<file path="src/design/ext_bus_params.svh">
`ifndef EXT_BUS_PARAMS_SVH
`define EXT_BUS_PARAMS_SVH

// Cartridge ROM occupies the bottom half of the map.
`define EXT_ROM_END 16'h7FFF

// External work RAM window, chip select active in here.
`define EXT_RAM_START 16'hA000
`define EXT_RAM_END 16'hFDFF

// Length of the rd_n / wr_n low phase in clock cycles.
`define EXT_STROBE_CYCLES 2

// Value returned for reads that never reach the pins.
`define EXT_IDLE_DATA 8'hFF

`endif

</file>
<file path="src/design/ext_bus_pkg.sv">
`default_nettype none

package ext_bus_pkg;

	// Bus address, full 64K map.
	typedef logic [15:0] addr_t;

	// Data byte on the cartridge bus.
	typedef logic [7:0] data_t;

	// External cycle sequencer.
	typedef enum logic [2:0] {
		SEQ_IDLE,
		SEQ_ADDR,   // Address out, cs_n low for RAM.
		SEQ_STROBE, // rd_n or wr_n low.
		SEQ_HOLD,   // Strobes released, access completes.
		SEQ_INT     // Internal region, no pins touched.
	} seq_state_e;

endpackage

`default_nettype wire

</file>
<file path="src/design/cpu_bus_capture.sv">
`timescale 1ns/1ps
`default_nettype none

module cpu_bus_capture (
	input  wire logic               clk,
	input  wire logic               arst_n,
	input  wire logic               cpu_req,
	input  wire logic               cpu_wr,
	input  wire ext_bus_pkg::addr_t cpu_addr,
	input  wire ext_bus_pkg::data_t cpu_wdata,
	input  wire logic               dma_req,
	input  wire ext_bus_pkg::addr_t dma_addr,
	input  wire logic               seq_idle,
	output      logic               sel_valid,
	output      logic               sel_wr,
	output      logic               sel_dma,
	output      ext_bus_pkg::addr_t sel_addr,
	output      ext_bus_pkg::data_t sel_wdata
);

	logic               cpu_pend;
	logic               cpu_pend_wr;
	ext_bus_pkg::addr_t cpu_pend_addr;
	ext_bus_pkg::data_t cpu_pend_wdata;
	logic               dma_pend;
	ext_bus_pkg::addr_t dma_pend_addr;

	logic               cpu_have;
	logic               dma_have;
	logic               cpu_cur_wr;
	ext_bus_pkg::addr_t cpu_cur_addr;
	ext_bus_pkg::data_t cpu_cur_wdata;
	ext_bus_pkg::addr_t dma_cur_addr;
	logic               can_launch;
	logic               launch_cpu;
	logic               launch_dma;

	// A request arriving this cycle can launch straight away.
	assign cpu_have      = cpu_pend | cpu_req;
	assign dma_have      = dma_pend | dma_req;
	assign cpu_cur_wr    = cpu_req ? cpu_wr : cpu_pend_wr;
	assign cpu_cur_addr  = cpu_req ? cpu_addr : cpu_pend_addr;
	assign cpu_cur_wdata = cpu_req ? cpu_wdata : cpu_pend_wdata;
	assign dma_cur_addr  = dma_req ? dma_addr : dma_pend_addr;

	// sel_valid itself is still in flight when high, so block that cycle too.
	assign can_launch = seq_idle & ~sel_valid;
	assign launch_dma = can_launch & dma_have;                 // DMA has priority.
	assign launch_cpu = can_launch & ~dma_have & cpu_have;

	always_ff @(posedge clk or negedge arst_n) begin
		if (!arst_n) begin
			cpu_pend  <= 1'b0;
			dma_pend  <= 1'b0;
			sel_valid <= 1'b0;
			sel_wr    <= 1'b0;
			sel_dma   <= 1'b0;
		end else begin
			cpu_pend  <= cpu_have & ~launch_cpu;
			dma_pend  <= dma_have & ~launch_dma;
			sel_valid <= launch_cpu | launch_dma;
			if (launch_dma) begin
				sel_wr  <= 1'b0;
				sel_dma <= 1'b1;
			end else if (launch_cpu) begin
				sel_wr  <= cpu_cur_wr;
				sel_dma <= 1'b0;
			end
		end
	end

	always_ff @(posedge clk) begin
		if (cpu_req) begin
			cpu_pend_wr    <= cpu_wr;
			cpu_pend_addr  <= cpu_addr;
			cpu_pend_wdata <= cpu_wdata;
		end
		if (dma_req)
			dma_pend_addr <= dma_addr;
		if (launch_dma) begin
			sel_addr  <= dma_cur_addr;
			sel_wdata <= '0;
		end else if (launch_cpu) begin
			sel_addr  <= cpu_cur_addr;
			sel_wdata <= cpu_cur_wdata;
		end
	end

endmodule

`default_nettype wire

</file>
<file path="src/design/ext_addr_decode.sv">
`timescale 1ns/1ps
`default_nettype none

`include "ext_bus_params.svh"

module ext_addr_decode (
	input  wire logic               clk,
	input  wire logic               arst_n,
	input  wire logic               sel_valid,
	input  wire logic               sel_wr,
	input  wire logic               sel_dma,
	input  wire ext_bus_pkg::addr_t sel_addr,
	output      logic               dec_valid,
	output      logic               dec_ext,
	output      logic               dec_ram,
	output      logic               dec_wr,
	output      logic               dec_dma
);

	logic in_rom;
	logic in_ram;

	assign in_rom = (sel_addr <= `EXT_ROM_END);
	assign in_ram = (sel_addr >= `EXT_RAM_START) && (sel_addr <= `EXT_RAM_END);

	always_ff @(posedge clk or negedge arst_n) begin
		if (!arst_n) begin
			dec_valid <= 1'b0;
		end else begin
			dec_valid <= sel_valid;
		end
	end

	// Attributes stay put until the next access; the data path
	// still looks at dec_ext while the cycle completes.
	always_ff @(posedge clk or negedge arst_n) begin
		if (!arst_n) begin
			dec_ext <= 1'b0;
			dec_ram <= 1'b0;
			dec_wr  <= 1'b0;
			dec_dma <= 1'b0;
		end else if (sel_valid) begin
			dec_ext <= in_rom | in_ram;    // Video and high page stay inside.
			dec_ram <= in_ram;
			dec_wr  <= sel_wr & ~sel_dma;  // DMA only reads.
			dec_dma <= sel_dma;
		end
	end

endmodule

`default_nettype wire

</file>
<file path="src/design/ext_bus_sequencer.sv">
`timescale 1ns/1ps
`default_nettype none

`include "ext_bus_params.svh"

module ext_bus_sequencer (
	input  wire logic clk,
	input  wire logic arst_n,
	input  wire logic dec_valid,
	input  wire logic dec_ext,
	input  wire logic dec_ram,
	input  wire logic dec_wr,
	input  wire logic dec_dma,
	output      logic seq_idle,
	output      logic ext_cs_n,
	output      logic ext_rd_n,
	output      logic ext_wr_n,
	output      logic ext_d_oe,
	output      logic lat_rd,
	output      logic cpu_done,
	output      logic dma_done
);

	localparam int CNT_W = $clog2(`EXT_STROBE_CYCLES + 1);

	ext_bus_pkg::seq_state_e state;
	ext_bus_pkg::seq_state_e state_nxt;

	logic [CNT_W-1:0] strobe_cnt;
	logic             cyc_ram;
	logic             cyc_wr;
	logic             cyc_dma;
	logic             on_bus;
	logic             strobing;
	logic             strobe_last;
	logic             done;

	assign strobe_last = (strobe_cnt == '0);

	always_comb begin
		state_nxt = state;
		case (state)
			ext_bus_pkg::SEQ_IDLE: begin
				if (dec_valid)
					state_nxt = dec_ext ? ext_bus_pkg::SEQ_ADDR : ext_bus_pkg::SEQ_INT;
			end
			ext_bus_pkg::SEQ_ADDR:   state_nxt = ext_bus_pkg::SEQ_STROBE;
			ext_bus_pkg::SEQ_STROBE: begin
				if (strobe_last)
					state_nxt = ext_bus_pkg::SEQ_HOLD;
			end
			ext_bus_pkg::SEQ_HOLD:   state_nxt = ext_bus_pkg::SEQ_IDLE;
			ext_bus_pkg::SEQ_INT:    state_nxt = ext_bus_pkg::SEQ_IDLE;
			default:                 state_nxt = ext_bus_pkg::SEQ_IDLE;
		endcase
	end

	always_ff @(posedge clk or negedge arst_n) begin
		if (!arst_n) begin
			state      <= ext_bus_pkg::SEQ_IDLE;
			strobe_cnt <= '0;
		end else begin
			state <= state_nxt;
			if (state == ext_bus_pkg::SEQ_ADDR)
				strobe_cnt <= CNT_W'(`EXT_STROBE_CYCLES - 1);
			else if (state == ext_bus_pkg::SEQ_STROBE && !strobe_last)
				strobe_cnt <= strobe_cnt - 1'b1;
		end
	end

	// Owner of the cycle, taken when the decoder hands it over.
	always_ff @(posedge clk or negedge arst_n) begin
		if (!arst_n) begin
			cyc_ram <= 1'b0;
			cyc_wr  <= 1'b0;
			cyc_dma <= 1'b0;
		end else if (state == ext_bus_pkg::SEQ_IDLE && dec_valid) begin
			cyc_ram <= dec_ram;
			cyc_wr  <= dec_wr;
			cyc_dma <= dec_dma;
		end
	end

	assign on_bus   = (state == ext_bus_pkg::SEQ_ADDR) ||
	                  (state == ext_bus_pkg::SEQ_STROBE) ||
	                  (state == ext_bus_pkg::SEQ_HOLD);
	assign strobing = (state == ext_bus_pkg::SEQ_STROBE);

	assign ext_cs_n = ~(on_bus & cyc_ram);
	assign ext_rd_n = ~(strobing & ~cyc_wr);
	assign ext_wr_n = ~(strobing & cyc_wr);
	assign ext_d_oe = strobing & cyc_wr;              // Drive data only under wr_n.

	// Read data is sampled on the edge that ends the strobe.
	assign lat_rd = strobing & strobe_last & ~cyc_wr;

	assign done     = (state == ext_bus_pkg::SEQ_HOLD) || (state == ext_bus_pkg::SEQ_INT);
	assign cpu_done = done & ~cyc_dma;
	assign dma_done = done & cyc_dma;

	// Busy as soon as the decoder holds an access.
	assign seq_idle = (state == ext_bus_pkg::SEQ_IDLE) && !dec_valid;

endmodule

`default_nettype wire

</file>
<file path="src/design/ext_cpu_busses.sv">
`timescale 1ns/1ps
`default_nettype none

module ext_cpu_busses (
	input  wire logic               clk,
	input  wire logic               arst_n,

	input  wire logic               cpu_req,
	input  wire logic               cpu_wr,
	input  wire ext_bus_pkg::addr_t cpu_addr,
	input  wire ext_bus_pkg::data_t cpu_wdata,
	output      logic               cpu_done,
	output      ext_bus_pkg::data_t cpu_rdata,

	input  wire logic               dma_req,
	input  wire ext_bus_pkg::addr_t dma_addr,
	output      logic               dma_done,
	output      ext_bus_pkg::data_t dma_rdata,

	output      ext_bus_pkg::addr_t ext_a,
	output      logic               ext_cs_n,
	output      logic               ext_rd_n,
	output      logic               ext_wr_n,
	output      ext_bus_pkg::data_t ext_d_out,
	output      logic               ext_d_oe,
	input  wire ext_bus_pkg::data_t ext_d_in
);

	logic               sel_valid;
	logic               sel_wr;
	logic               sel_dma;
	ext_bus_pkg::addr_t sel_addr;
	ext_bus_pkg::data_t sel_wdata;
	logic               dec_valid;
	logic               dec_ext;
	logic               dec_ram;
	logic               dec_wr;
	logic               dec_dma;
	logic               seq_idle;
	logic               lat_rd;
	ext_bus_pkg::data_t rd_data;

	cpu_bus_capture u_capture (
		.clk, .arst_n,
		.cpu_req, .cpu_wr, .cpu_addr, .cpu_wdata,
		.dma_req, .dma_addr, .seq_idle,
		.sel_valid, .sel_wr, .sel_dma, .sel_addr, .sel_wdata
	);

	ext_addr_decode u_decode (
		.clk, .arst_n,
		.sel_valid, .sel_wr, .sel_dma, .sel_addr,
		.dec_valid, .dec_ext, .dec_ram, .dec_wr, .dec_dma
	);

	ext_bus_sequencer u_sequencer (
		.clk, .arst_n,
		.dec_valid, .dec_ext, .dec_ram, .dec_wr, .dec_dma,
		.seq_idle, .ext_cs_n, .ext_rd_n, .ext_wr_n, .ext_d_oe,
		.lat_rd, .cpu_done, .dma_done
	);

	ext_data_path u_data_path (
		.clk, .arst_n,
		.sel_valid, .sel_addr, .sel_wdata, .lat_rd, .dec_ext, .ext_d_in,
		.ext_a, .ext_d_out, .rd_data
	);

	// One read bus, qualified by the matching done pulse.
	assign cpu_rdata = rd_data;
	assign dma_rdata = rd_data;

endmodule

`default_nettype wire

</file>
<file path="src/design/ext_data_path.sv">
`timescale 1ns/1ps
`default_nettype none

`include "ext_bus_params.svh"

module ext_data_path (
	input  wire logic               clk,
	input  wire logic               arst_n,
	input  wire logic               sel_valid,
	input  wire ext_bus_pkg::addr_t sel_addr,
	input  wire ext_bus_pkg::data_t sel_wdata,
	input  wire logic               lat_rd,
	input  wire logic               dec_ext,
	input  wire ext_bus_pkg::data_t ext_d_in,
	output      ext_bus_pkg::addr_t ext_a,
	output      ext_bus_pkg::data_t ext_d_out,
	output      ext_bus_pkg::data_t rd_data
);

	ext_bus_pkg::data_t rd_latch;

	// Address and write data are set up one cycle ahead of the
	// address phase and stay on the pins between accesses.
	always_ff @(posedge clk or negedge arst_n) begin
		if (!arst_n) begin
			ext_a     <= '0;
			ext_d_out <= '0;
		end else if (sel_valid) begin
			ext_a     <= sel_addr;
			ext_d_out <= sel_wdata;
		end
	end

	always_ff @(posedge clk) begin
		if (lat_rd)
			rd_latch <= ext_d_in;   // Pins are still driven by the device here.
	end

	// Nothing answers in the internal regions.
	assign rd_data = dec_ext ? rd_latch : `EXT_IDLE_DATA;

endmodule

`default_nettype wire

</file>
<file path="config.mk">
export PLATFORM = sky130hd
export DESIGN_NAME = ext_cpu_busses
export DESIGN_NICKNAME = d
export VERILOG_FILES = /design/src/design/ext_bus_pkg.sv /design/src/design/cpu_bus_capture.sv /design/src/design/ext_addr_decode.sv /design/src/design/ext_bus_sequencer.sv /design/src/design/ext_cpu_busses.sv /design/src/design/ext_data_path.sv
export VERILOG_INCLUDE_DIRS = /design/src /design/src/design
export SDC_FILE = /design/constraint.sdc
export NUM_CORES = 1
export LEC_CHECK = 0
export ABC_AREA = 0
export BUFFER_PORTS_ARGS = -buffer_cell sky130_fd_sc_hd__buf_2
export CORE_MARGIN = 8
export CORE_UTILIZATION = 41
export CTS_BUF_LIST = sky130_fd_sc_hd__clkbuf_8 sky130_fd_sc_hd__clkbuf_16
export CTS_CLUSTER_SIZE = 8
export DETAILED_ROUTE_END_ITERATION = 8
export GPL_ROUTABILITY_DRIVEN = 0
export PLACE_DENSITY = 0.6
export SLEW_MARGIN = 15
export SYNTH_ARGS = -nofsm -noshare
export SYNTH_HDL_FRONTEND = slang
export SYNTH_SLANG_ARGS = --single-unit
</file>
<file path="constraint.sdc">
create_clock -name clk -period 2.15 [get_ports clk]
set_input_delay 0.43 -clock clk [delete_from_list [all_inputs] [get_ports clk]]
set_output_delay 0.43 -clock clk [all_outputs]
set_load 0.02 [all_outputs]
</file>
==> results.yml, run 1 <==
run_status:
  status: "completed"
logic_synthesis:
  synth_edf_count: 24
  ys_warn_count: 0
  syn_area_per_cell_um2: 14.4
  netlist_instances: 305
  async_flop_share_pct: 36.5
  yosys_register_bits: 115
  ys.flop_type: "dfxtp_1"
  synth_fp_nets: 359
  ys_seq_area_share_pct: 62.7
  syn_area_um2: 4390
  yosysUniqueCellTypes: 35
critical_path:
  worstReg2RegStart: "u_sequencer.state[0]"
  reg2reg_depth: 3
  startpoint_type: "register"
  setup.worst_path.end_class: "output port"
  cp_max_fo: 7
  worstPathArrival_ps: 1600
  max_stage_delay_ps: 520
  cp_cell_sequence: "and3b_1, a21oi_2, nor2b_1, buf_2"
  path_class: "reg -> out"
  timing.rr.end: "u_capture.sel_addr[6]"
  ff2ff_setup_slack_ps: 320
  crit_required_ps: 1720
  critPathSlowestCell: "dfrtp_1"
grt:
  grt_max_degree: 33
  grt_pass1_vias: 2737
  grt_util_all_layers_pct: 12.4
  grtUsageMet3_pct: 4.69
  busiest_layer: "met2"
  grt.overflow.total: 0
  grt.met2_usage_pct: 18.0
  grt_util_met1_pct: 15.9
  grt_pass1_wl_mm: 14.0
  antenna_found_initial: 0
routing:
  drcViolationCount: 0
  wl_per_cell_um: 15.0
  vias_per_cell: 4.74
  drtPass1Iterations: 4
  routed_wl_mm: 8.43
  drt.antenna.violating_nets: 0
  vias: 2657
  drtIter0Drc: 88
timing:
  skew_ps: 8.28
  post-route-period-util_pct: 94.4
  period_minus_slack_ps: 2030
  setup_viol: 0
  slew_viol_final: 0
  rsz0062_at_grt: "false"
  slew_headroom_pct: 53.4
  layout_setup_ws_ps: 120
  hold_violations: 0
  fmax_mhz: 493
  setup_tns_ps: 0
  timing_worst_slew_pin_value_ps: 698
cts:
  clkLatencyLatePin_ps: 510
  clk_pin_slew_worst_paths_ps: 60
  cts_tree: "yes"
  cts_setup_buffers: 0
  cts_root_buf: "clkbuf_8"
  h-tree-depth: 4
  clock_sinks: 115
  cts_buffers: 17
  clock_path_buffers: 2
finish:
  area_growth_syn_to_layout_pct: 27.4
  fin_util_pct: 54.0
  nNetsFinal: 466
  nFillCells: 909
  final_area_um2: 5600
  diodes: 0
  drive_above_1_share_pct: 54.4
power:
  p_sw_w: 0.00275
  netSwitchingFraction_pct: 32.0
  p_leak_nw: 2.47
  pwr-share-clk_pct: 31.4
  combPwrFrac_pct: 29.7
  p_per_area_nw_per_um2: 1530
  intPower_w: 0.00584
  ir_drop_v: 0.000802
  p_seq_share_pct: 38.9
  total_power_w: 0.00859
floorplanning:
  start_util_pct: 42.4
  dieHeight_um: 119
  row_count: 37
  coreArea_um2: 10400
  die_w_um: 119
  die_area_um2: 14300
  num_io_pins: 99
min_path:
  min-delay-start: "ext_d_in[0]"
  hold_end: "u_data_path.rd_latch[0]"
  min_path_type: "in -> reg"
  min_path_cells: 1
job:
  maxCapViolations: 0
placement:
  io_buffers: 98
  dpl_cell_area_um2: 5000
  place_ws_ps: 246
  post-dp-hpwl_mm: 5.99
==> stage by stage <==
stage / hold slack (ps) / instances
2_1_floorplan: 134 / 305
3_3_place_gp: 440 / 528
3_5_place_dp: 443 / 528
4_1_cts: 73.9 / 561
5_1_grt: 77.4 / 561
6_report: 102 / 561
==> worst max-delay path by stage <==
stage,startpoint,to,slack [ps],cells past startpoint
finish,u_sequencer.state[2],dma_done,120,4
global route,u_sequencer.state[2],dma_done,2,4
CTS,u_sequencer.state[1],dma_done,20,5
detailed placement,u_sequencer.state[0],u_capture.sel_addr[10],250,3
global placement,u_sequencer.state[0],u_capture.sel_addr[11],280,3
floorplan,dma_req,u_capture.sel_addr[0],180,4
==> state kept, by name, indices dropped and copies added (netlist names), 2 cells and up <==
| signal | flops |
|---|---|
| u_capture.cpu_pend_wdata | 8 |
| u_sequencer.strobe_cnt | 2 |
| u_capture.sel_addr | 16 |
| u_capture.dma_pend_addr | 16 |
| u_capture.cpu_pend_addr | 16 |
| u_capture.sel_wdata | 8 |
| u_sequencer.state | 3 |
| u_data_path.ext_a | 16 |
| u_data_path.ext_d_out | 8 |
| u_data_path.rd_latch | 8 |
==> placed cells by master, fill, tap and decap left out, types with 4 or more instances in the layout <==
cell type	n
nand2b_1	8
mux2_4	10
inv_6	4
dfxtp_1	49
nor2_1	11
mux2_2	75
inv_1	10
nand2_1	14
buf_2	98
o21ai_0	4
dfrtp_1	41
edfxtp_1	24
clkbuf_16	16
o2bb2ai_1	9
buf_4	9
==> worst max-delay path, delay by kind of cell (launching register included) <==
| kind | cells | cell delay (ps) |
|---|---|---|
| AOI/OAI and AO/OA | 1 | 140 |
| and+or+nand+nor | 2 | 290 |
| buffers and inverters | 1 | 150 |
| DFF | 1 | 520 |
==> cells in the mapped netlist (2+ instances only) <==
library cell / count / area share, %
nand2b_1: 8 / 1.1
edfxtp_1: 24 / 16
nand3b_1: 2 / 0.34
nand3_1: 2 / 0.23
inv_1: 10 / 0.85
mux2_4: 10 / 3.4
buf_1: 2 / 0.17
dfrtp_1: 42 / 24
buf_6: 2 / 0.51
nor2b_1: 2 / 0.28
clkbuf_1: 4 / 0.34
a22o_1: 3 / 0.60
and2_1: 2 / 0.28
dfxtp_1: 49 / 22
nand2_1: 14 / 1.2
o2bb2ai_1: 9 / 1.8
buf_2: 5 / 0.57
nor2_1: 11 / 0.94
mux2_2: 75 / 19
o22ai_1: 3 / 0.43
buf_4: 8 / 1.4
a21oi_1: 2 / 0.23
o21ai_0: 4 / 0.46
==> final cells by class <==
| cell class | instances | area [um^2] | area share (%) |
|---|---|---|---|
| Clock buffer | 18 | 428 | 7.65 |
| Clock inverter | 14 | 151 | 2.71 |
| Inverter | 10 | 37.5 | 0.671 |
| Multi-Input combinational cell | 159 | 1480 | 26.4 |
| Sequential cell | 115 | 2750 | 49.2 |
| Tap cell | 136 | 170 | 3.04 |
| Timing Repair Buffer | 109 | 579 | 10.4 |
==> routing by layer <==
layer,vias up,part of all wire [%]
met1,1262,47
met5,-,0
met2,83,44
met3,13,7.2
li1,1299,-
met4,0,1.5
==> power groups by stage <==
stage	registers [W]	clock network (W)	logic [W]
after detailed placement	0.00339	0	0.00259
after global routing	0.00343	0.00287	0.00279
after floorplan	0.00356	0	0.00165
after global placement	0.00337	0	0.00256
final	0.00334	0.00269	0.00255
after CTS	0.00335	0.00276	0.00260
==> timing repair <==
item	CTS	global route
hold buffers	1	0
endpoints found under the setup margin	0	3
gates resized for setup	0	3
hold endpoints to repair	28	0
==> kinds of logic (layout without fill, tap and decap cells) <==
kind of cell | count (synthesis) | in the layout | share of synthesized area [%]
flops | 115 | 115 | 62.7
mux | 85 | 85 | 22.6
simple gates | 47 | 47 | 5.78
buf+inv | 31 | 151 | 3.82
compound gates | 25 | 25 | 4.59
fa+ha+maj | 1 | 1 | 0.285
xor+xnor | 1 | 1 | 0.199
Power figures use the tool's default switching activity.
==> inputs of run 2 (changes only) <==
==> constraint.sdc (replaced) <==
create_clock -name clk -period 2.3 [get_ports clk]
set_input_delay 0.46 -clock clk [delete_from_list [all_inputs] [get_ports clk]]
set_output_delay 0.46 -clock clk [all_outputs]
set_load 0.02 [all_outputs]
==> run 2 against run 1 <==
Against the previous run:
- total power fell by 7.7%
- combinational power is 6% lower
- sequential cell count unchanged
- clock-buffer cell count fell by 1
- routed wire length is 3.3% higher
- first-iteration DRC count is 33% lower
- die area stayed put
- design area shrank 0.42%
- critical path depth up 1
- sequential power shrank 6.0%
- via count increased by 0.45%
- worst hold slack better by 45 ps
- critical path type unchanged
- largest cell class unchanged
==> results.yml, run 2 (same netlist as run 1, synthesis figures left out) <==
grt:
  grt.met2_usage_pct: 20.4
  grtUsageMet3_pct: 5.06
  antenna_found_initial: 0
  grt_pass1_wl_mm: 14.8
  grt.overflow.total: 0
  grt_util_all_layers_pct: 13.0
  busiest_layer: "met2"
  grt_max_degree: 33
  grt_util_met1_pct: 15.9
  grt_pass1_vias: 2982
critical_path:
  worstReg2RegStart: "u_sequencer.state[0]"
  max_stage_delay_ps: 400
  worst-path-buf-inv: 2
  setup.worst_path.end_class: "output port"
  cp.depth: 5
  crit_required_ps: 1840
  timing.rr.end: "u_capture.sel_addr[9]"
  ff2ff_setup_slack_ps: 430
  critPathSlowestCell: "dfrtp_1"
  path_class: "reg -> out"
  reg2reg_depth: 4
  worstPathArrival_ps: 1640
  cp_cell_sequence: "buf_4, and3b_1, a21oi_1, nor2b_1, buf_2"
  cp_max_fo: 11
  critical_path.startpoint: "u_sequencer.state[1]"
  cp-endpoint: "dma_done"
  startpoint_type: "register"
  cp_top_family: "flip-flops"
timing:
  rsz0062_at_grt: "false"
  setup_viol: 0
  slew_viol_final: 0
  period_minus_slack_ps: 2100
  whs_ps: 147
  fmax_mhz: 477
  post-route-period-util_pct: 91.2
  timing_worst_slew_pin_value_ps: 711
  skew_ps: 12.1
  setup_tns_ps: 0
  hold_violations: 0
  slew_headroom_pct: 52.6
floorplanning:
  die_w_um: 119
  die_area_um2: 14300
  dieHeight_um: 119
  start_util_pct: 42.4
  num_io_pins: 99
  coreArea_um2: 10400
  row_count: 37
power:
  total_power_w: 0.00792
  combPwrFrac_pct: 30.2
  intPower_w: 0.00541
  p_seq_share_pct: 39.6
  p_per_area_nw_per_um2: 1420
  ir_drop_v: 0.000572
  netSwitchingFraction_pct: 31.8
  p_leak_nw: 2.46
  p_sw_w: 0.00252
  pwr-share-clk_pct: 30.2
finish:
  diodes: 0
  regArea_um2: 2750
  layout_common_cells: "buf_2 (98), mux2_2 (75), dfxtp_1 (49)"
  multi_input_area_um2: 1470
  fin_util_pct: 53.7
  area_growth_syn_to_layout_pct: 26.9
  final_area_um2: 5570
  layout_commonest_cell: "buf_2"
  drive_above_1_share_pct: 53.3
  nFillCells: 918
  nNetsFinal: 467
routing:
  vias: 2669
  wl_per_cell_um: 15.5
  vias_per_cell: 4.75
  drt.antenna.violating_nets: 0
  drtIter0Drc: 59
  drcViolationCount: 0
  routed_wl_mm: 8.71
  drtPass1Iterations: 4
placement:
  dpl_cell_area_um2: 5000
  post-dp-hpwl_mm: 6.35
  io_buffers: 98
cts:
  cts_tree: "yes"
  cts_buffers: 17
  clock_path_buffers: 2
  clock_sinks: 115
  h-tree-depth: 4
  clk_pin_slew_worst_paths_ps: 50
  post_cts_resize_count: 0
  cts_root_buf: "clkbuf_8"
  clkLatencyLatePin_ps: 490
run_status:
  status: "completed"
min_path:
  min_path_type: "in -> reg"
  min-delay-start: "ext_d_in[5]"
job:
  maxCapViolations: 0
[run 2: cell count changes in the layout (fill, tap and decap cells not counted), sizes merged]
cell,previous run,this run
buf,108,109
clkbuf,18,17
clkinv,4,6
clkinvlp,3,5
inv,15,12
[run 2: power groups by stage]
stage / clock (W) / sequential (W) / combinational (W)
floorplan: 0 / 0.00333 / 0.00154
global placement: 0 / 0.00316 / 0.00239
detailed placement: 0 / 0.00318 / 0.00244
CTS: 0.00245 / 0.00315 / 0.00245
global route: 0.00256 / 0.00322 / 0.00262
finish: 0.00240 / 0.00314 / 0.00239
[run 2: worst min-delay path by stage]
stage                                     to  cells after the start
detailed placement  u_data_path.ext_d_out[0]                      1
floorplan                 u_capture.cpu_pend                      0
global route         u_data_path.rd_latch[0]                      1
CTS                  u_data_path.rd_latch[5]                      1
finish               u_data_path.rd_latch[5]                      1
global placement    u_data_path.ext_d_out[0]                      1
[run 2: routing by layer]
metal	up-vias	wire length (um)
li1	1291	-
met1	1291	3960
met2	80	4030
met3	7	648
met4	0	78
met5	-	0
[run 2: timing repair]
action                                 CTS  global route
endpoints found under the hold margin    9             0
hold buffers                             1             0
setup buffers                            0             0
[run 2: area by class of cell]
type                            instances  area share, %
Clock buffer                           17           7.43
Timing Repair Buffer                  110           10.5
Tap cell                              136           3.05
Clock inverter                         15           2.56
Sequential cell                       115           49.4
Inverter                               10          0.674
Multi-Input combinational cell        159           26.4
[run 2: stage by stage]
stage / instances / setup WS, ps
global route: 562 / 62.5
detailed placement: 529 / 361
finish: 562 / 202
CTS: 562 / 144
global placement: 529 / 393
floorplan: 305 / 301
